`src/common/mspe_macros.svh`:
```
`ifndef MSPE_MACROS_SVH
`define MSPE_MACROS_SVH

// lanes, one packet each
`define MSPE_LANES 4

// stream and receive FIFO word
`define MSPE_DATA_W 512

// payload beats per packet, header count is 1..8
`define MSPE_MAX_BEATS 8

// read back at CSR address 0
`define MSPE_VERSION 32'h3434_0002

`endif

```
`src/common/mspe_stream_pkg.sv`:
```
`default_nettype none

package mspe_stream_pkg;

`include "mspe_macros.svh"

    typedef logic [`MSPE_DATA_W-1:0] data_beat_t;

    typedef logic [$clog2(`MSPE_LANES)-1:0] lane_id_t;

    typedef logic [`MSPE_LANES-1:0] lane_mask_t; // one bit per lane

    typedef logic [3:0] beat_count_t; // 1..MSPE_MAX_BEATS

    typedef logic [10:0] fifo_level_t; // rdusedw of the receive FIFO

    typedef enum logic {
        IDLE,
        PAYLOAD
    } dispatch_state_e;

endpackage

`default_nettype wire

```
`src/hw/stream_dispatcher.sv`:
```
`timescale 1ns/10ps
`default_nettype none

`include "mspe_macros.svh"

module stream_dispatcher (
    input  wire                               clk,
    input  wire                               reset,

    output logic                              recv_fifo_rdreq,
    input  wire mspe_stream_pkg::data_beat_t  recv_fifo_q,
    input  wire mspe_stream_pkg::fifo_level_t recv_fifo_rdusedw,

    input  wire mspe_stream_pkg::lane_mask_t  release_mask,

    output mspe_stream_pkg::lane_mask_t       lane_valid,
    output mspe_stream_pkg::lane_mask_t       lane_sop,
    output mspe_stream_pkg::lane_mask_t       lane_eop,
    output mspe_stream_pkg::data_beat_t       lane_data,
    output mspe_stream_pkg::lane_mask_t       occupied_mask
);
    import mspe_stream_pkg::*;

    dispatch_state_e state;
    lane_id_t        lane_ptr;   // round-robin target
    beat_count_t     remaining;  // payload beats still to forward
    lane_mask_t      occupied;
    logic            first_beat;
    logic            fifo_nonempty;
    logic            alloc;      // header popped this cycle
    logic            last_beat;

    assign fifo_nonempty = recv_fifo_rdusedw != '0;
    assign last_beat     = remaining == beat_count_t'(1);
    assign lane_data     = recv_fifo_q; // show-ahead word goes straight through
    assign occupied_mask = occupied;

    always_comb begin
        recv_fifo_rdreq = 1'b0;
        alloc           = 1'b0;
        lane_valid      = '0;
        lane_sop        = '0;
        lane_eop        = '0;
        case (state)
            IDLE: begin
                alloc           = fifo_nonempty && !occupied[lane_ptr];
                recv_fifo_rdreq = alloc;
            end
            PAYLOAD: begin
                if (fifo_nonempty) begin
                    recv_fifo_rdreq      = 1'b1;
                    lane_valid[lane_ptr] = 1'b1;
                    lane_sop[lane_ptr]   = first_beat;
                    lane_eop[lane_ptr]   = last_beat;
                end
            end
            default: ;
        endcase
    end

    always_ff @(posedge clk) begin
        if (reset) begin
            state      <= IDLE;
            lane_ptr   <= '0;
            remaining  <= '0;
            first_beat <= 1'b0;
            occupied   <= '0;
        end else begin
            occupied <= (occupied & ~release_mask) | (alloc ? lane_mask_t'(1) << lane_ptr : '0);
            case (state)
                IDLE: begin
                    if (alloc) begin
                        remaining  <= recv_fifo_q[3:0]; // low bits of header count
                        first_beat <= 1'b1;
                        state      <= PAYLOAD;
                    end
                end
                PAYLOAD: begin
                    if (fifo_nonempty) begin
                        remaining  <= remaining - 1'b1;
                        first_beat <= 1'b0;
                        if (last_beat) begin
                            lane_ptr <= lane_ptr + 1'b1;
                            state    <= IDLE;
                        end
                    end
                end
                default: state <= IDLE;
            endcase
        end
    end

    // framing from the FIFO producer
    assert property (@(posedge clk) disable iff (reset)
        alloc |-> (recv_fifo_q[7:0] >= 8'd1) && (recv_fifo_q[7:0] <= 8'(`MSPE_MAX_BEATS)));

    // payload only into a lane held for it, never one being released
    assert property (@(posedge clk) disable iff (reset)
        lane_valid != '0 |-> (lane_valid & (~occupied | release_mask)) == '0);

endmodule

`default_nettype wire

```
`config.mk`:
```
export PLATFORM = sky130hd
export DESIGN_NAME = stream_dispatcher
export DESIGN_NICKNAME = d
export VERILOG_FILES = /design/src/common/mspe_stream_pkg.sv /design/src/hw/stream_dispatcher.sv
export VERILOG_INCLUDE_DIRS = /design/src /design/src/common
export SDC_FILE = /design/constraint.sdc
export NUM_CORES = 1
export LEC_CHECK = 0
export ABC_AREA = 1
export BUFFER_PORTS_ARGS = -buffer_cell sky130_fd_sc_hd__buf_4
export CAP_MARGIN = 20
export CORE_AREA = 8 8 401 403
export DETAILED_ROUTE_END_ITERATION = 10
export DIE_AREA = 0 0 409 411
export GPL_TIMING_DRIVEN = 0
export SETUP_SLACK_MARGIN = 0.4
export SYNTH_ARGS = -nofsm -noshare
export SYNTH_HDL_FRONTEND = slang
export SYNTH_SLANG_ARGS = --single-unit
```
`constraint.sdc`:
```
create_clock -name clk -period 1.6 [get_ports clk]
set_input_delay 0.16 -clock clk [delete_from_list [all_inputs] [get_ports clk]]
set_output_delay 0.16 -clock clk [all_outputs]
set_load 0.01 [all_outputs]
```
==> results.ini <==
[detailed_routing]
wl_per_cell_um=36.0
remaining_drc_errors=0
routed_via_density=2.03
drt_wl_total_um=118000
dr.pass1.iters=4
vias=6652
ant_nets=0
first_iter_violations=294

[timing]
finalSetupViolCount=0
fin_crit_sh_pct=98.6
final_hold_viol_count=0
max_freq_mhz=634
slew_headroom_pct=76.2
fin_skew_ps=1.48
min_period_ps=1580
rsz0062_at_grt=yes
tns_ps=0
tightest_slew_ps=356
setup_ws_ps=21.8
drv_slew=0

[die]
std_cell_rows=145
core-area_um2=155000
dieArea_um2=168000
start_util_pct=3.01
die_x_um=409
io-pin-count=1058
die_h_um=411

[pwr]
power.density_nw_per_um2=443
peakVddDrop_uv=609
power_leakage_uw=0.00572

[clock_tree]
htreeDepth=1
clockBufferDepth=2
cts_hold_buf=0
cts_sinks=12
clk_pin_slew_ps=50
numCtsBuffers=3
cts_root_buf=clkbuf_16
cts_tree=done
insertion_delay_ps=250

[yosys]
synth_area_leaders=buf_4, dfxtp_1, nand2_1
synthCells=640
syn_area_um2=4650
yosysWarnings=0
synth_top_area_cell=buf_4
ys_ff_latch=12
synth_top_area_share_pct=82.6
syn-num-nets=1175
synth_cell_types=21
syn_area_per_cell_um2=7.27
seq_area_frac_synth_pct=5.16

[placed_design]
pre_cts_slack_ps=72.2
gp_congestion=0.873
port_buffers=549
place_hpwl_um=115000

[worst_setup_path]
cp_slowest_cell=dfxtp_2
worstSetupStartpointType=flip-flop
required_ps=1440
r2r_cells=9
cpPeakStageDelay_ps=330
cp_max_fo=6
endpoint_kind=output pin
worstPathArrival_ps=1420
criticalPathCategory=flip-flop to output pin
path_cells=inv_4 -> ha_4 -> nor3b_4 -> nand3_4 -> nor2_4 -> buf_6

[global_routing]
grt_overflow=0
grt_pass1_vias=6841
grt_usage_pct=13.0
antenna_found_initial=165
grt_pass1_wl_um=132000
grt_max_degree=11

[worst_hold_path]
hp-class=primary input to flip-flop
hold_path_depth=2

[layout]
nets=1749
area_delta_synth_final_pct=155
layout-drive-gt1-share_pct=93.2
fill_cells=18100
final_core_util_pct=7.68

[flow_run]
maxCapViolations=0

[outcome]
status=finished, final reports clean

-- final cells by class --
type	instances	area, um2	area share (%)
clock buffer	4	88.8	0.748
inverter	19	96.3	0.811
multi-input combinational	96	669	5.63
sequential	12	260	2.19
timing repair buffer	569	4340	36.5
tap	2058	2570	21.7
antenna	1	2.50	0.0211
buffer	513	3850	32.4
-- layout by cell type, fill, tap and decap left out, types with 3 or more instances in the layout --
| cell type | instances |
|---|---|
| nor2_1 | 18 |
| buf_6 | 19 |
| nand2_1 | 33 |
| a21oi_1 | 5 |
| nand3_1 | 3 |
| dfxtp_4 | 5 |
| ha_4 | 5 |
| clkbuf_16 | 3 |
| nor2_2 | 3 |
| buf_4 | 1062 |
| dfxtp_1 | 6 |
| inv_6 | 3 |
| nor2_4 | 5 |
| inv_1 | 10 |
| nand4_1 | 5 |
| inv_4 | 4 |
| nor3_4 | 3 |
-- worst paths after layout --
kind	start	end	slack, ps
worst min register to register	occupied_mask[2]	occupied_mask[2]	530
worst min-delay path	reset	occupied_mask[0]	110
worst max register to register	remaining[1]	lane_ptr[0]	110
worst max-delay path	remaining[1]	lane_eop[0]	20
-- stage by stage --
step | hold WS (ps) | total power [uW] | area (um2) | std cells
3_3_place_gp | 353 | 4310 | 11400 | 3247
6_report | 109 | 5260 | 11900 | 3272
5_1_grt | 117 | 5560 | 11900 | 3271
3_5_place_dp | 366 | 4390 | 11400 | 3247
2_1_floorplan | 229 | 2170 | 4700 | 640
4_1_cts | 101 | 5150 | 11800 | 3265
-- timing repair --
item	4_1_cts	5_1_grt
setup endpoints to repair	20	24
setup buffers	14	6
pin swaps	15	10
resized for setup	50	18
-- logic make-up after synthesis --
family          after synthesis  synth area share, %
flops                        12                 5.16
fa+ha+maj                     6                 1.61
compound gates                9                 1.13
buf+inv                     532                 84.2
simple gates                 81                 7.85
-- report_power, final --
group	leakage, uW	switching, uW	internal [uW]
Clock	0.0000442	146	379
Sequential	0.000102	104	381
Combinational	0.00557	2190	2060
-- cells in the mapped netlist --
master	number
nor3b_1	1
and2_1	1
o21ai_0	1
inv_1	17
ha_1	6
or2_2	1
nand4_1	5
a21oi_1	6
inv_2	2
nor2_1	25
nand2_2	2
o21ai_2	2
nor2_2	1
nand2_1	33
buf_4	512
nand3_1	5
nand3_2	1
buf_2	1
nor3_1	4
nand2_4	2
dfxtp_1	12
-- metal layers --
layer / global-route usage, % / routed length (um) / part of all wire, %
met1: 12.0 / 36700 / 31
met2: 22.9 / 56100 / 48
met3: 11.5 / 22400 / 19
met4: 0.535 / 2480 / 2.1
met5: 0 / 8 / 0.0068
-- worst max-delay path: cells and delay by family (launching register included) --
family,cells,cell delay [ps]
adder cells (fa/ha/maj),1,120
flip-flops,1,330
buffers and inverters,2,180
AND/OR/NAND/NOR,3,540
-- registers in the layout, summed over array words and instances (netlist names) --
register / cells
first_beat: 1
lane_ptr: 2
occupied_mask: 4
remaining: 4
state: 1
Power figures use the tool's default switching activity.
