**src/common/mspe_macros.svh**
```systemverilog
`ifndef MSPE_MACROS_SVH
`define MSPE_MACROS_SVH

// lanes, one packet each
`define MSPE_LANES 4

// stream and receive FIFO word
`define MSPE_DATA_W 512

// payload beats per packet, header count is 1..8
`define MSPE_MAX_BEATS 8

// read back at CSR address 0
`define MSPE_VERSION 32'h3434_0002

`endif

```
**src/common/mspe_stream_pkg.sv**
```systemverilog
`default_nettype none

package mspe_stream_pkg;

`include "mspe_macros.svh"

    typedef logic [`MSPE_DATA_W-1:0] data_beat_t;

    typedef logic [$clog2(`MSPE_LANES)-1:0] lane_id_t;

    typedef logic [`MSPE_LANES-1:0] lane_mask_t; // one bit per lane

    typedef logic [3:0] beat_count_t; // 1..MSPE_MAX_BEATS

    typedef logic [10:0] fifo_level_t; // rdusedw of the receive FIFO

    typedef enum logic {
        IDLE,
        PAYLOAD
    } dispatch_state_e;

endpackage

`default_nettype wire

```
**src/hw/packet_lane.sv**
```systemverilog
`timescale 1ns/10ps
`default_nettype none

`include "mspe_macros.svh"

module packet_lane (
    input  wire                              clk,
    input  wire                              reset,

    input  wire                              wr_valid,
    input  wire                              wr_sop,
    input  wire                              wr_eop,
    input  wire mspe_stream_pkg::data_beat_t wr_data,

    input  wire                              rd_req,
    input  wire                              rd_ready,
    input  wire                              release_lane,

    output logic                             done,
    output logic                             rd_valid,
    output logic                             rd_sop,
    output logic                             rd_eop,
    output mspe_stream_pkg::data_beat_t      rd_data
);
    import mspe_stream_pkg::*;

    localparam int IDX_W = $clog2(`MSPE_MAX_BEATS);

    data_beat_t       mem [`MSPE_MAX_BEATS];
    beat_count_t      fill;     // beats held
    beat_count_t      rd_idx;   // replay position
    logic [IDX_W-1:0] wr_idx;
    logic             rd_last;

    assign wr_idx  = wr_sop ? '0 : fill[IDX_W-1:0];
    assign rd_last = rd_idx == fill - 1'b1;
    assign rd_data = mem[rd_idx[IDX_W-1:0]];
    assign rd_sop  = rd_valid && (rd_idx == '0);
    assign rd_eop  = rd_valid && rd_last;

    always_ff @(posedge clk) begin
        if (wr_valid) begin
            mem[wr_idx] <= wr_data;
        end
    end

    always_ff @(posedge clk) begin
        if (reset) begin
            fill     <= '0;
            done     <= 1'b0;
            rd_valid <= 1'b0;
            rd_idx   <= '0;
        end else if (release_lane) begin
            fill     <= '0;
            done     <= 1'b0;
            rd_valid <= 1'b0;
            rd_idx   <= '0;
        end else begin
            if (wr_valid) begin
                fill <= beat_count_t'(wr_idx) + 1'b1;
            end
            if (wr_valid && wr_eop) begin
                done <= 1'b1; // level until release
            end
            if (rd_req) begin
                rd_valid <= 1'b1;
                rd_idx   <= '0;
            end else if (rd_valid && rd_ready) begin
                if (rd_last) begin
                    rd_valid <= 1'b0;
                end else begin
                    rd_idx <= rd_idx + 1'b1;
                end
            end
        end
    end

    // a stalled beat holds until the collector takes it
    assert property (@(posedge clk) disable iff (reset || release_lane)
        rd_valid && !rd_ready |=> rd_valid && $stable(rd_data));

endmodule

`default_nettype wire

```
**config.mk**
```make
export PLATFORM = sky130hd
export DESIGN_NAME = packet_lane
export DESIGN_NICKNAME = d
export VERILOG_FILES = /design/src/common/mspe_stream_pkg.sv /design/src/hw/packet_lane.sv
export VERILOG_INCLUDE_DIRS = /design/src /design/src/common
export SDC_FILE = /design/constraint.sdc
export NUM_CORES = 2
export LEC_CHECK = 0
export BUFFER_PORTS_ARGS = -buffer_cell sky130_fd_sc_hd__buf_2
export CORE_MARGIN = 10
export CORE_UTILIZATION = 40
export DETAILED_ROUTE_END_ITERATION = 8
export GPL_ROUTABILITY_DRIVEN = 0
export GPL_TIMING_DRIVEN = 0
export PLACE_DENSITY = 0.67
export SLEW_MARGIN = 20
export SYNTH_ARGS = -nofsm -noshare
export SYNTH_HDL_FRONTEND = slang
export SYNTH_SLANG_ARGS = --single-unit
```
**constraint.sdc**
```tcl
create_clock -name clk -period 93.4 [get_ports clk]
set_input_delay 18.68 -clock clk [delete_from_list [all_inputs] [get_ports clk]]
set_output_delay 18.68 -clock clk [all_outputs]
set_load 0.05 [all_outputs]
```
==> run_results.csv <==
group,metric,value,unit
run_status,outcome,"complete, no violations",
setup_path,ff2ff_path_depth,17,
cts,clock-root-buffer,"clkbuf_16",
cts,cts_tree,"done",
synthesis,synth_xor_area_frac,0.000544,
setup_path,cp.required,74720,ps
synthesis,synthFlopType,"edfxtp_1",
floorplan,die_w,641,um
setup_path,start_kind,"flop",
synthesis,yosys-top-cells-count,"edfxtp_1 (4096), mux4_2 (1024), mux2_2 (512)",
synthesis,synth_fp_nets,6545,
synthesis,ys_seq_elements,4109,
sta,whs,476,ps
flow_run,timing.max_cap.violations,0,
cts,insertion_delay,990,ps
synthesis,yosysTopAreaCellShare,0.798,
sta,fin_crit_sh,0.250,
cts,cts_resized,0,
pwr,vdd.ir_drop.worst,19.5,uV
grt,grt_max_degree,21,
cts,postCtsSetupBuffers,0,
floorplan,die_area,411000,um2
sta,slew_viol_final,0,
pwr,p_per_area,20.7,nW/um2
synthesis,synth.yosys.seq_area_share,0.800,
drt,num_vias,73000,
setup_path,path_max_fanout,10,
grt,grt_pass1_vias,75300,
sta,finalHoldViolCount,0,
cts,clk_path_buf_depth,4,
synthesis,synthMuxAreaShare,0.187,
layout,fillers,30300,
sta,fmax,42.9,MHz
drt,drt_pass1_iterations,6,
pwr,power,3.83,mW
grt,grt.total_usage,0.191,
layout,register_area,123000,um2
pwr,p_leak,59.3,nW
hold_path,min_path_type,"reg -> reg",
setup_path,crit_arrival,4650,ps
placement,hpwlAfterDp,287,mm
synthesis,synth.distinct_cells,38,
sta,rsz0062_at_grt,"no",
layout,area_delta_synth_final,20.1,%
cts,numCtsBuffers,406,
synthesis,yosys.area_share.adder,0.000325,
synthesis,synth_largest_area_cell,"edfxtp_1",
synthesis,synth-simple-area-share,0.00174,
sta,skew,68.7,ps
sta,worst_slew_pin_slew,1200,ps
synthesis,synth_top_family_by_area,"multiplexers",
floorplan,fp-row-count,227,
grt,grt_overflow,0,
cts,cts.sink_count,4109,
synthesis,netlist_area,154000,um2
floorplan,ios,1036,
floorplan,start_util,0.402,
synthesis,avgSynthCellArea,25.6,um2
synthesis,ys_warn_count,0,
drt,wire_per_inst,30.1,um
grt,antenna_found_initial,228,
cts,htreeDepth,5,
synthesis,synth_edf_count,4096,
drt,totalWireLength,405,mm
cts,clk_pin_slew_worst_paths,60,ps
setup_path,endpoint_kind,"output pin",
layout,drive_above_1_share,0.456,
setup_path,path_class,"reg -> out",
layout,fin_nets,8450,
drt,drt_iter0_markers,6890,
hold_path,worstHoldPathCells,2,
sta,fin_tns_setup,0,ps
sta,relSlewSlack,0.200,
sta,setup_violations,0,
synthesis,synth_most_common_cell,"edfxtp_1",
drt,drc,0,
floorplan,fp.coreArea,383000,um2
synthesis,synth.area.top_cells,"edfxtp_1 (80%), mux4_2 (15%), mux2_2 (3.7%), buf_2 (0.34%), clkbuf_1 (0.33%)",
layout,multi_input_area,29400,um2
grt,grt_pass1_wl,569,mm
drt,ant_nets,0,
cts,ctsHoldBuffers,0,
floorplan,die_height,641,um
synthesis,syn_inst,6021,
sta,fin_crit,23330,ps
drt,via_per_inst,5.43,
synthesis,synth_compound_area_frac,0.000714,
synthesis,async_flop_share,0,
placement,port_buffers,1034,
[cell type report]
type / instances / area share
Antenna cell: 131 / 0.00177
Buffer: 288 / 0.00836
Clock buffer: 491 / 0.0568
Clock inverter: 254 / 0.0141
Inverter: 6 / 0.000122
Multi-Input combinational cell: 1618 / 0.159
Sequential cell: 4109 / 0.665
Tap cell: 5038 / 0.0340
Timing Repair Buffer: 1497 / 0.0606
[metrics by stage]
stage	area, um2	utilization	setup WS [ps]	std cells
CTS	185000	0.483	69710	13300
global route	185000	0.483	69810	13400
finish	185000	0.483	70070	13400
global placement	166000	0.432	-32010	12100
floorplan	154000	-	23690	6021
detailed placement	172000	0.448	69630	12600
[where the power goes]
group          internal (mW)  total [mW]  switching (mW)
Sequential              2.05        2.05         0.00419
Combinational         0.0519       0.172           0.120
Clock                  0.907        1.60           0.697
[sequential cells by signal, indices dropped and copies added (netlist names), named ones only]
| signal | cells |
|---|---|
| done | 1 |
| rd_idx | 4 |
| fill | 4 |
| rd_valid | 1 |
| mem | 4096 |
[layer usage]
| layer | up-vias | global-route usage | part of all wire |
|---|---|---|---|
| met5 | - | 0 | 0.0019 |
| met1 | 39000 | 0.233 | 0.36 |
| met3 | 798 | 0.0597 | 0.094 |
| met4 | 118 | 0.0692 | 0.039 |
| li1 | 30100 | - | - |
| met2 | 2929 | 0.323 | 0.50 |
[layout by cell type, fill, tap and decap left out, types with 2 or more instances in the layout]
cell        Yosys  final
clkinv_1        0    104
inv_1           6      6
clkbuf_1      137    199
o21ai_0         4      4
buf_16          0     73
mux2_2        512    512
nand3_1         9      9
clkinvlp_4      0      9
xnor2_1         3      3
clkinv_2        0     71
a32oi_1         2      2
buf_1           4      4
nor3_2          1      3
and3_1          4      4
o211ai_1        3      3
dfxtp_1        13     13
nor2_4          0      5
a31oi_1         2      2
buf_6          41     85
xor2_1          4      4
or3_1           2      2
ha_1            4      4
edfxtp_1     4096   4096
nand2b_1        3      3
buf_12          0     94
buf_4           0    158
diode_2         0    131
clkinv_4        0      3
clkinv_16       0     16
buf_2         106   1234
clkbuf_2        0     21
nor2_1         16     11
nand2_1         7      7
bufinv_16       0     36
mux4_2       1024   1024
inv_6           0      7
clkbuf_16       0    408
inv_16          0      6
[kinds of logic after synthesis]
group | after synthesis
buffers and inverters | 294
AND/OR/NAND/NOR | 53
AO/OA/AOI/OAI | 16
XOR/XNOR | 8
adder cells (fa/ha/maj) | 4
multiplexers | 1537
flip-flops | 4109
[path summary, 6_finish.rpt]
kind | start | end | slack [ps]
worst min register to register | done | done | 480
worst min-delay path | done | done | 480
worst max-delay path | flop | rd_data[196] | 70070
worst max register to register | fill[0] | mem[1][447] | 88400
[worst max-delay path: stages, from the launching register on]
cell and delay [ps]:
dfxtp_1 310, buf_2 580, buf_2 650, clkbuf_2 620, buf_2 570, mux4_2 380, mux2_2 270, buf_2 250
(Power assumes the default switching activity.)
