[src/common/mspe_macros.svh]
`ifndef MSPE_MACROS_SVH
`define MSPE_MACROS_SVH

// lanes, one packet each
`define MSPE_LANES 4

// stream and receive FIFO word
`define MSPE_DATA_W 512

// payload beats per packet, header count is 1..8
`define MSPE_MAX_BEATS 8

// read back at CSR address 0
`define MSPE_VERSION 32'h3434_0002

`endif

[src/common/mspe_stream_pkg.sv]
`default_nettype none

package mspe_stream_pkg;

`include "mspe_macros.svh"

    typedef logic [`MSPE_DATA_W-1:0] data_beat_t;

    typedef logic [$clog2(`MSPE_LANES)-1:0] lane_id_t;

    typedef logic [`MSPE_LANES-1:0] lane_mask_t; // one bit per lane

    typedef logic [3:0] beat_count_t; // 1..MSPE_MAX_BEATS

    typedef logic [10:0] fifo_level_t; // rdusedw of the receive FIFO

    typedef enum logic {
        IDLE,
        PAYLOAD
    } dispatch_state_e;

endpackage

`default_nettype wire

[src/common/mspe_csr_pkg.sv]
`default_nettype none

package mspe_csr_pkg;

    // register map, word addresses
    typedef enum logic [4:0] {
        VERSION   = 5'd0,
        OCCUPIED  = 5'd1,
        DONE      = 5'd2,
        COMPLETED = 5'd3
    } csr_addr_e;

    typedef logic [31:0] csr_word_t;

endpackage

`default_nettype wire

[src/hw/csr_regs.sv]
`timescale 1ns/10ps
`default_nettype none

`include "mspe_macros.svh"

module csr_regs (
    input  wire                              clk,
    input  wire                              reset,

    input  wire [4:0]                        csr_address,
    input  wire                              csr_read,

    input  wire mspe_stream_pkg::lane_mask_t occupied_mask,
    input  wire mspe_stream_pkg::lane_mask_t done_mask,
    input  wire mspe_stream_pkg::lane_mask_t release_mask,

    output mspe_csr_pkg::csr_word_t          csr_readdata
);
    import mspe_csr_pkg::*;

    csr_word_t completed; // packets drained since reset

    always_ff @(posedge clk) begin
        if (reset) begin
            completed <= '0;
        end else if (|release_mask) begin
            completed <= completed + 1'b1;
        end
    end

    always_ff @(posedge clk) begin
        if (reset) begin
            csr_readdata <= '0;
        end else if (csr_read) begin
            case (csr_address)
                VERSION:   csr_readdata <= `MSPE_VERSION;
                OCCUPIED:  csr_readdata <= csr_word_t'(occupied_mask);
                DONE:      csr_readdata <= csr_word_t'(done_mask);
                COMPLETED: csr_readdata <= completed;
                default:   csr_readdata <= 32'hDEADBEEF; // unmapped
            endcase
        end
    end

endmodule

`default_nettype wire

[config.mk]
export PLATFORM = sky130hd
export DESIGN_NAME = csr_regs
export DESIGN_NICKNAME = d
export VERILOG_FILES = /design/src/common/mspe_stream_pkg.sv /design/src/common/mspe_csr_pkg.sv /design/src/hw/csr_regs.sv
export VERILOG_INCLUDE_DIRS = /design/src /design/src/common
export SDC_FILE = /design/constraint.sdc
export NUM_CORES = 1
export LEC_CHECK = 0
export BUFFER_PORTS_ARGS = -buffer_cell sky130_fd_sc_hd__buf_2
export CAP_MARGIN = 25
export CORE_MARGIN = 3
export CORE_UTILIZATION = 45
export DETAILED_ROUTE_END_ITERATION = 8
export MAX_ROUTING_LAYER = met4
export PLACE_DENSITY_LB_ADDON = 0.15
export RECOVER_POWER = 100
export SETUP_SLACK_MARGIN = 0.4
export SLEW_MARGIN = 5
export SYNTH_ARGS = -nofsm -noshare
export SYNTH_HDL_FRONTEND = slang
export SYNTH_SLANG_ARGS = --single-unit
[constraint.sdc]
create_clock -name clk -period 2.8 [get_ports clk]
set_input_delay 0.56 -clock clk [delete_from_list [all_inputs] [get_ports clk]]
set_output_delay 0.56 -clock clk [all_outputs]
set_load 0.01 [all_outputs]
==> results.sh, run 1 <==
export IMPL_cp_max_fo=21
export IMPL_dp_hpwl_mm=4.359
export IMPL_synth_top_area_cell="dfxtp_1"
export IMPL_drive_gt1_share_pct=10.82
export IMPL_num_fill_cells=613
export IMPL_grt_pass1_wl_mm=10.56
export IMPL_finalCriticalPeriod_ns=2.377
export IMPL_hp_class="register to register"
export IMPL_grt_max_degree=40
export IMPL_ant_nets=0
export IMPL_overflow=0
export IMPL_die_h_um=84.97
export IMPL_globalRouteMet2Util_pct=25.07
export IMPL_cp_arrival_ns=2.60
export IMPL_tightestPinTransition_ns=1.473
export IMPL_regArea_um2=1281
export IMPL_drtIter0Drc=157
export IMPL_rows=28
export IMPL_hold_viol=0
export IMPL_gp_congestion=0.7950
export IMPL_start_kind="register"
export IMPL_status="finished, final reports clean"
export IMPL_synth_warnings=0
export IMPL_wire_per_inst_um=14.00
export IMPL_avgSynthCellArea_um2=8.428
export IMPL_setup_tns_ns=0
export IMPL_grt_util_met1_pct=27.24
export IMPL_yosysSeqAreaShare_pct=45.65
export IMPL_synth_most_common_cell="dfxtp_1"
export IMPL_cp_data_required_time_ns=3.02
export IMPL_grt_pass1_vias=2183
export IMPL_power_density_nw_per_um2=591.3
export IMPL_synth_area_leaders="dfxtp_1, a21oi_1, nor2_1"
export IMPL_avgViaCountPerCell=5.425
export IMPL_cts_resized_gates=0
export IMPL_setup_viol=0
export IMPL_synthCells=333
export IMPL_grt_util_met3_pct=3.981
export IMPL_fmax_mhz=420.7
export IMPL_final_net_count=395
export IMPL_cts_buffers=9
export IMPL_cts_sinks=64
export IMPL_whs_ns=0.4688
export IMPL_boundaryPins=52
export IMPL_synth_edff_count=0
export IMPL_crit_path_end_kind="register"
export IMPL_firstDrtPassIters=4
export IMPL_ys_types=37
export IMPL_grt_antenna_before_repair=0
export IMPL_clockBufferDepth=2
export IMPL_critPathKind="register to register"
export IMPL_die_area_um2=7220
export IMPL_synth_ff_type="dfxtp_1"
export IMPL_io_buffers=51
export IMPL_die_width_um=84.97
export IMPL_post_cts_buffers=0
export IMPL_syn_num_nets=354
export IMPL_maxCapViolations=0
export IMPL_max_vdd_ir_drop_v=0.0002721
export IMPL_top_usage_layer="met1"
export IMPL_area_growth_pct=13.73
export IMPL_hold_buffers=0
export IMPL_drv_slew=0
export IMPL_async_reset_ff_share_pct=0
export IMPL_max_slew_margin_pct=1.777
export IMPL_drc=0
export IMPL_synth_top_cell_area_share_pct=45.65
export IMPL_postSynthRegisterBits=64
export IMPL_ys_top_cells_by_count="dfxtp_1, a21oi_1, nor2_1"
export IMPL_multiInputGateArea_um2=1358
export IMPL_clk_pin_slew_ns=0.07
export IMPL_fp_coreArea_um2=5991
export IMPL_rsz0062_at_grt="false"
export IMPL_routed_wl_mm=6.356
export IMPL_clock_latency_ns=0.33
export IMPL_post_route_period_util_pct=84.88
export IMPL_finClkSkew_ns=0.008235
export IMPL_n_antenna_cell=0
export IMPL_htreeDepth=3
export IMPL_grt_usage_pct=18.61
export IMPL_num_vias=2463
export IMPL_power_leakage_nw=1.095
export IMPL_clock_root_buffer="clkbuf_8"
export IMPL_cts_tree="done"
export IMPL_syn_area_um2=2806
export IMPL_start_util_pct=46.85
-- path summary, 6_finish.rpt --
check / startpoint / endpoint / slack, ns / depth (start not counted)
worst max register to register: completed[2] / completed[31] / 0.42 / 4
worst min register to register: csr_readdata[8] / csr_readdata[8] / 0.47 / 2
worst min-delay path: csr_readdata[8] / csr_readdata[8] / 0.47 / 2
worst max-delay path: completed[2] / completed[31] / 0.42 / 4
-- layout by cell type (no fill, tap or decap), drive strengths merged, types with 3 or more instances in the layout --
cell type and instances:
dfxtp 64, a211oi 4, o31ai 11, buf 20
xnor2 6, nor3 23, nand2 15, nand2b 9
or3 11, xor2 3, nand3 16, clkbuf 48
nor2 37, nand4 6, and4 3, or4 15
inv 6, a21oi 46, a221oi 3, mux2 4
and3 3, o21ai 12
-- final cells by class --
cell class	count	area share (%)
clock buffer	13	4.978
timing repair buffer	55	7.448
inverter	6	0.7056
tap	75	2.940
sequential	64	40.14
clock inverter	3	1.254
multi-input combinational	238	42.53
-- flip-flops by register name, indices dropped and copies added (netlist names) --
register      count
completed        32
csr_readdata     32
-- where the power goes --
part	switching, mW	internal [mW]
logic	0.0823	0.0515
clock network	0.334	0.458
registers	0.0198	0.942
total	0.436	1.45
-- critical path, stage by stage, from the launching register on --
cell     delay (ns)
dfxtp_1        0.46
nand3_1        0.18
or4_1          0.83
nor4_1         0.43
mux2_2         0.37
-- through the flow --
step | worst slack (ns) | power (mW) | utilization (%) | instance area, um2 | cells
floorplan | 0.7714 | 1.065 | - | 2806 | 333
global placement | 0.6432 | 1.124 | 51.38 | 3078 | 438
detailed placement | 0.6214 | 1.126 | 51.38 | 3078 | 438
CTS | 0.6277 | 1.918 | 54.70 | 3277 | 454
global route | 0.2338 | 1.971 | 53.28 | 3192 | 454
finish | 0.4233 | 1.887 | 53.28 | 3192 | 454
-- routing by layer --
metal / wire, um / part of all wire, % / vias up
li1: - / - / 1284
met1: 3380 / 53 / 1116
met2: 2599 / 41 / 59
met3: 312 / 4.9 / 4
met4: 63 / 0.99 / 0
met5: 0 / 0 / -
-- cells by family (layout without fill, tap and decap cells) --
family / Yosys count / after routing / synth area share, %
simple gates: 145 / 145 / 28.09
compound gates: 78 / 78 / 15.96
flops: 64 / 64 / 45.65
buf+inv: 31 / 77 / 5.082
xor+xnor: 9 / 9 / 2.809
mux: 5 / 5 / 1.962
fa+ha+maj: 1 / 1 / 0.4458
Power figures use the tool's default switching activity.
==> run 2, diff against run 1 <==
Clock period 2.8 ns to 2.45 ns, I/O delays scaled along.
==> results.sh, run 2 (synthesis gave the netlist of run 1 again) <==
export IMPL_reg2reg_slack_ns=0.32
export IMPL_finClkSkew_ns=0.007619
export IMPL_cp_max_fo=6
export IMPL_die_width_um=84.97
export IMPL_power_density_nw_per_um2=625.9
export IMPL_rsz0062_at_grt="true"
export IMPL_boundaryPins=52
export IMPL_grt_antenna_before_repair=0
export IMPL_slowest_stage="or4_4"
export IMPL_placed_cell_area_um2=3088
export IMPL_min_delay_start="csr_readdata[22]"
export IMPL_post_route_period_util_pct=86.85
export IMPL_finalCriticalPeriod_ns=2.128
export IMPL_hold_viol=0
export IMPL_whs_path_depth=2
export IMPL_tightestPinTransition_ns=1.273
export IMPL_cts_sinks=64
export IMPL_power_total_mw=2.065
export IMPL_htreeDepth=3
export IMPL_area_growth_pct=17.57
export IMPL_fmax_mhz=470.0
export IMPL_drc=0
export IMPL_power_leakage_nw=1.118
export IMPL_num_fill_cells=596
export IMPL_whs_ns=0.4683
export IMPL_final_net_count=406
export IMPL_io_buffers=51
export IMPL_clock_latency_ns=0.33
export IMPL_crit_chain="nand4_1 -> or4_4 -> clkbuf_1 -> clkbuf_1 -> or3_1 -> a21oi_2"
export IMPL_top_regs="completed: 32 flops, csr_readdata: 32 flops"
export IMPL_crit_path_end_kind="register"
export IMPL_grt_max_degree=40
export IMPL_dpl_cell_count=441
export IMPL_max_vdd_ir_drop_v=0.0003164
export IMPL_die_h_um=84.97
export IMPL_wire_per_inst_um=15.78
export IMPL_drv_slew=0
export IMPL_die_area_um2=7220
export IMPL_rows=28
export IMPL_clock_root_buffer="clkbuf_8"
export IMPL_cts_tree="done"
export IMPL_num_vias=2619
export IMPL_start_kind="register"
export IMPL_setup_viol=0
export IMPL_critPathKind="register to register"
export IMPL_regArea_um2=1295
export IMPL_max_slew_margin_pct=15.16
export IMPL_slowest_delay_ns=0.54
export IMPL_crit_path_frequent_cell="clkbuf_1"
export IMPL_cp_data_required_time_ns=2.71
export IMPL_r2r_cells=6
export IMPL_overflow=0
export IMPL_r2r_end="completed[14]"
export IMPL_ant_nets=0
export IMPL_dp_hpwl_mm=4.607
export IMPL_grt_pass1_wl_mm=11.87
export IMPL_multiInputGateArea_um2=1428
export IMPL_hp_class="register to register"
export IMPL_start_util_pct=46.85
export IMPL_clockBufferDepth=2
export IMPL_final_cell_mix="dfxtp_1, a21oi_1, clkbuf_1"
export IMPL_firstDrtPassIters=4
export IMPL_routed_wl_mm=7.324
export IMPL_grt_usage_pct=21.20
export IMPL_layout_cells_non_filler=464
export IMPL_drtIter0Drc=136
export IMPL_gp_congestion=0.8090
export IMPL_n_antenna_cell=0
export IMPL_clk_pin_slew_ns=0.07
export IMPL_setup_tns_ns=0
export IMPL_status="finished, final reports clean"
export IMPL_final_common_cell="dfxtp_1"
export IMPL_drive_gt1_share_pct=17.22
export IMPL_grt_pass1_vias=2348
export IMPL_holdPathEnd="csr_readdata[22]"
export IMPL_cp_arrival_ns=2.39
export IMPL_fp_coreArea_um2=5991
export IMPL_r2r_start="completed[4]"
export IMPL_fin_area_um2=3299
export IMPL_avgViaCountPerCell=5.644
export IMPL_maxCapViolations=0
export IMPL_cts_buffers=9
## run 2: repair_timing
item	in CTS	in global routing
buffers inserted	5	1
hold buffers	0	0
cloned	2	0
pin swaps	2	4
gates resized for setup	12	9
setup endpoints to repair	11	15
## run 2: stage by stage
stage               worst slack, ns  util (%)
global route                 0.2118     55.08
global placement             0.3550     51.55
floorplan                    0.4709         -
finish                       0.3222     55.08
CTS                          0.4061     55.76
detailed placement           0.2777     51.55
## run 2: how the worst max path moves through the flow
stage	startpoint	endpoint	slack [ns]	cells after the start
CTS	completed[0]	completed[24]	0.41	6
floorplan	completed[11]	completed[31]	0.47	6
global placement	completed[11]	completed[31]	0.35	4
finish	completed[4]	completed[14]	0.32	6
global route	completed[4]	completed[22]	0.21	6
detailed placement	completed[11]	completed[31]	0.28	4
## run 2: where the power goes
group          total (mW)  switching (mW)  internal [mW]
clock network       0.797           0.383          0.414
logic               0.168           0.102         0.0658
registers            1.10          0.0229           1.08
total                2.07           0.508           1.56
## run 2: area by class of cell
type	count	share of cell area, %
clock buffers	12	4.702
clock inverters	3	0.5309
inverters	6	0.6826
multi-input cells	240	43.27
flip-flops and latches	64	39.25
well taps	75	2.844
repair buffers	64	8.722
## run 2: layer usage
| metal | share of wire (%) | GRT usage [%] | vias to the layer above |
|---|---|---|---|
| met2 | 45 | 28.95 | 64 |
| met1 | 49 | 31.01 | 1234 |
| met5 | 0 | - | - |
| met4 | 0.81 | 8.489 | 0 |
| met3 | 5.6 | 3.398 | 5 |
| li1 | - | - | 1316 |
## run 2: critical path, delay by kind of cell (launching register included)
family / cells / cell delay (ns)
DFF: 1 / 0.40
AOI/OAI and AO/OA: 1 / 0.15
buffers and inverters: 2 / 0.36
and+or+nand+nor: 3 / 1.13
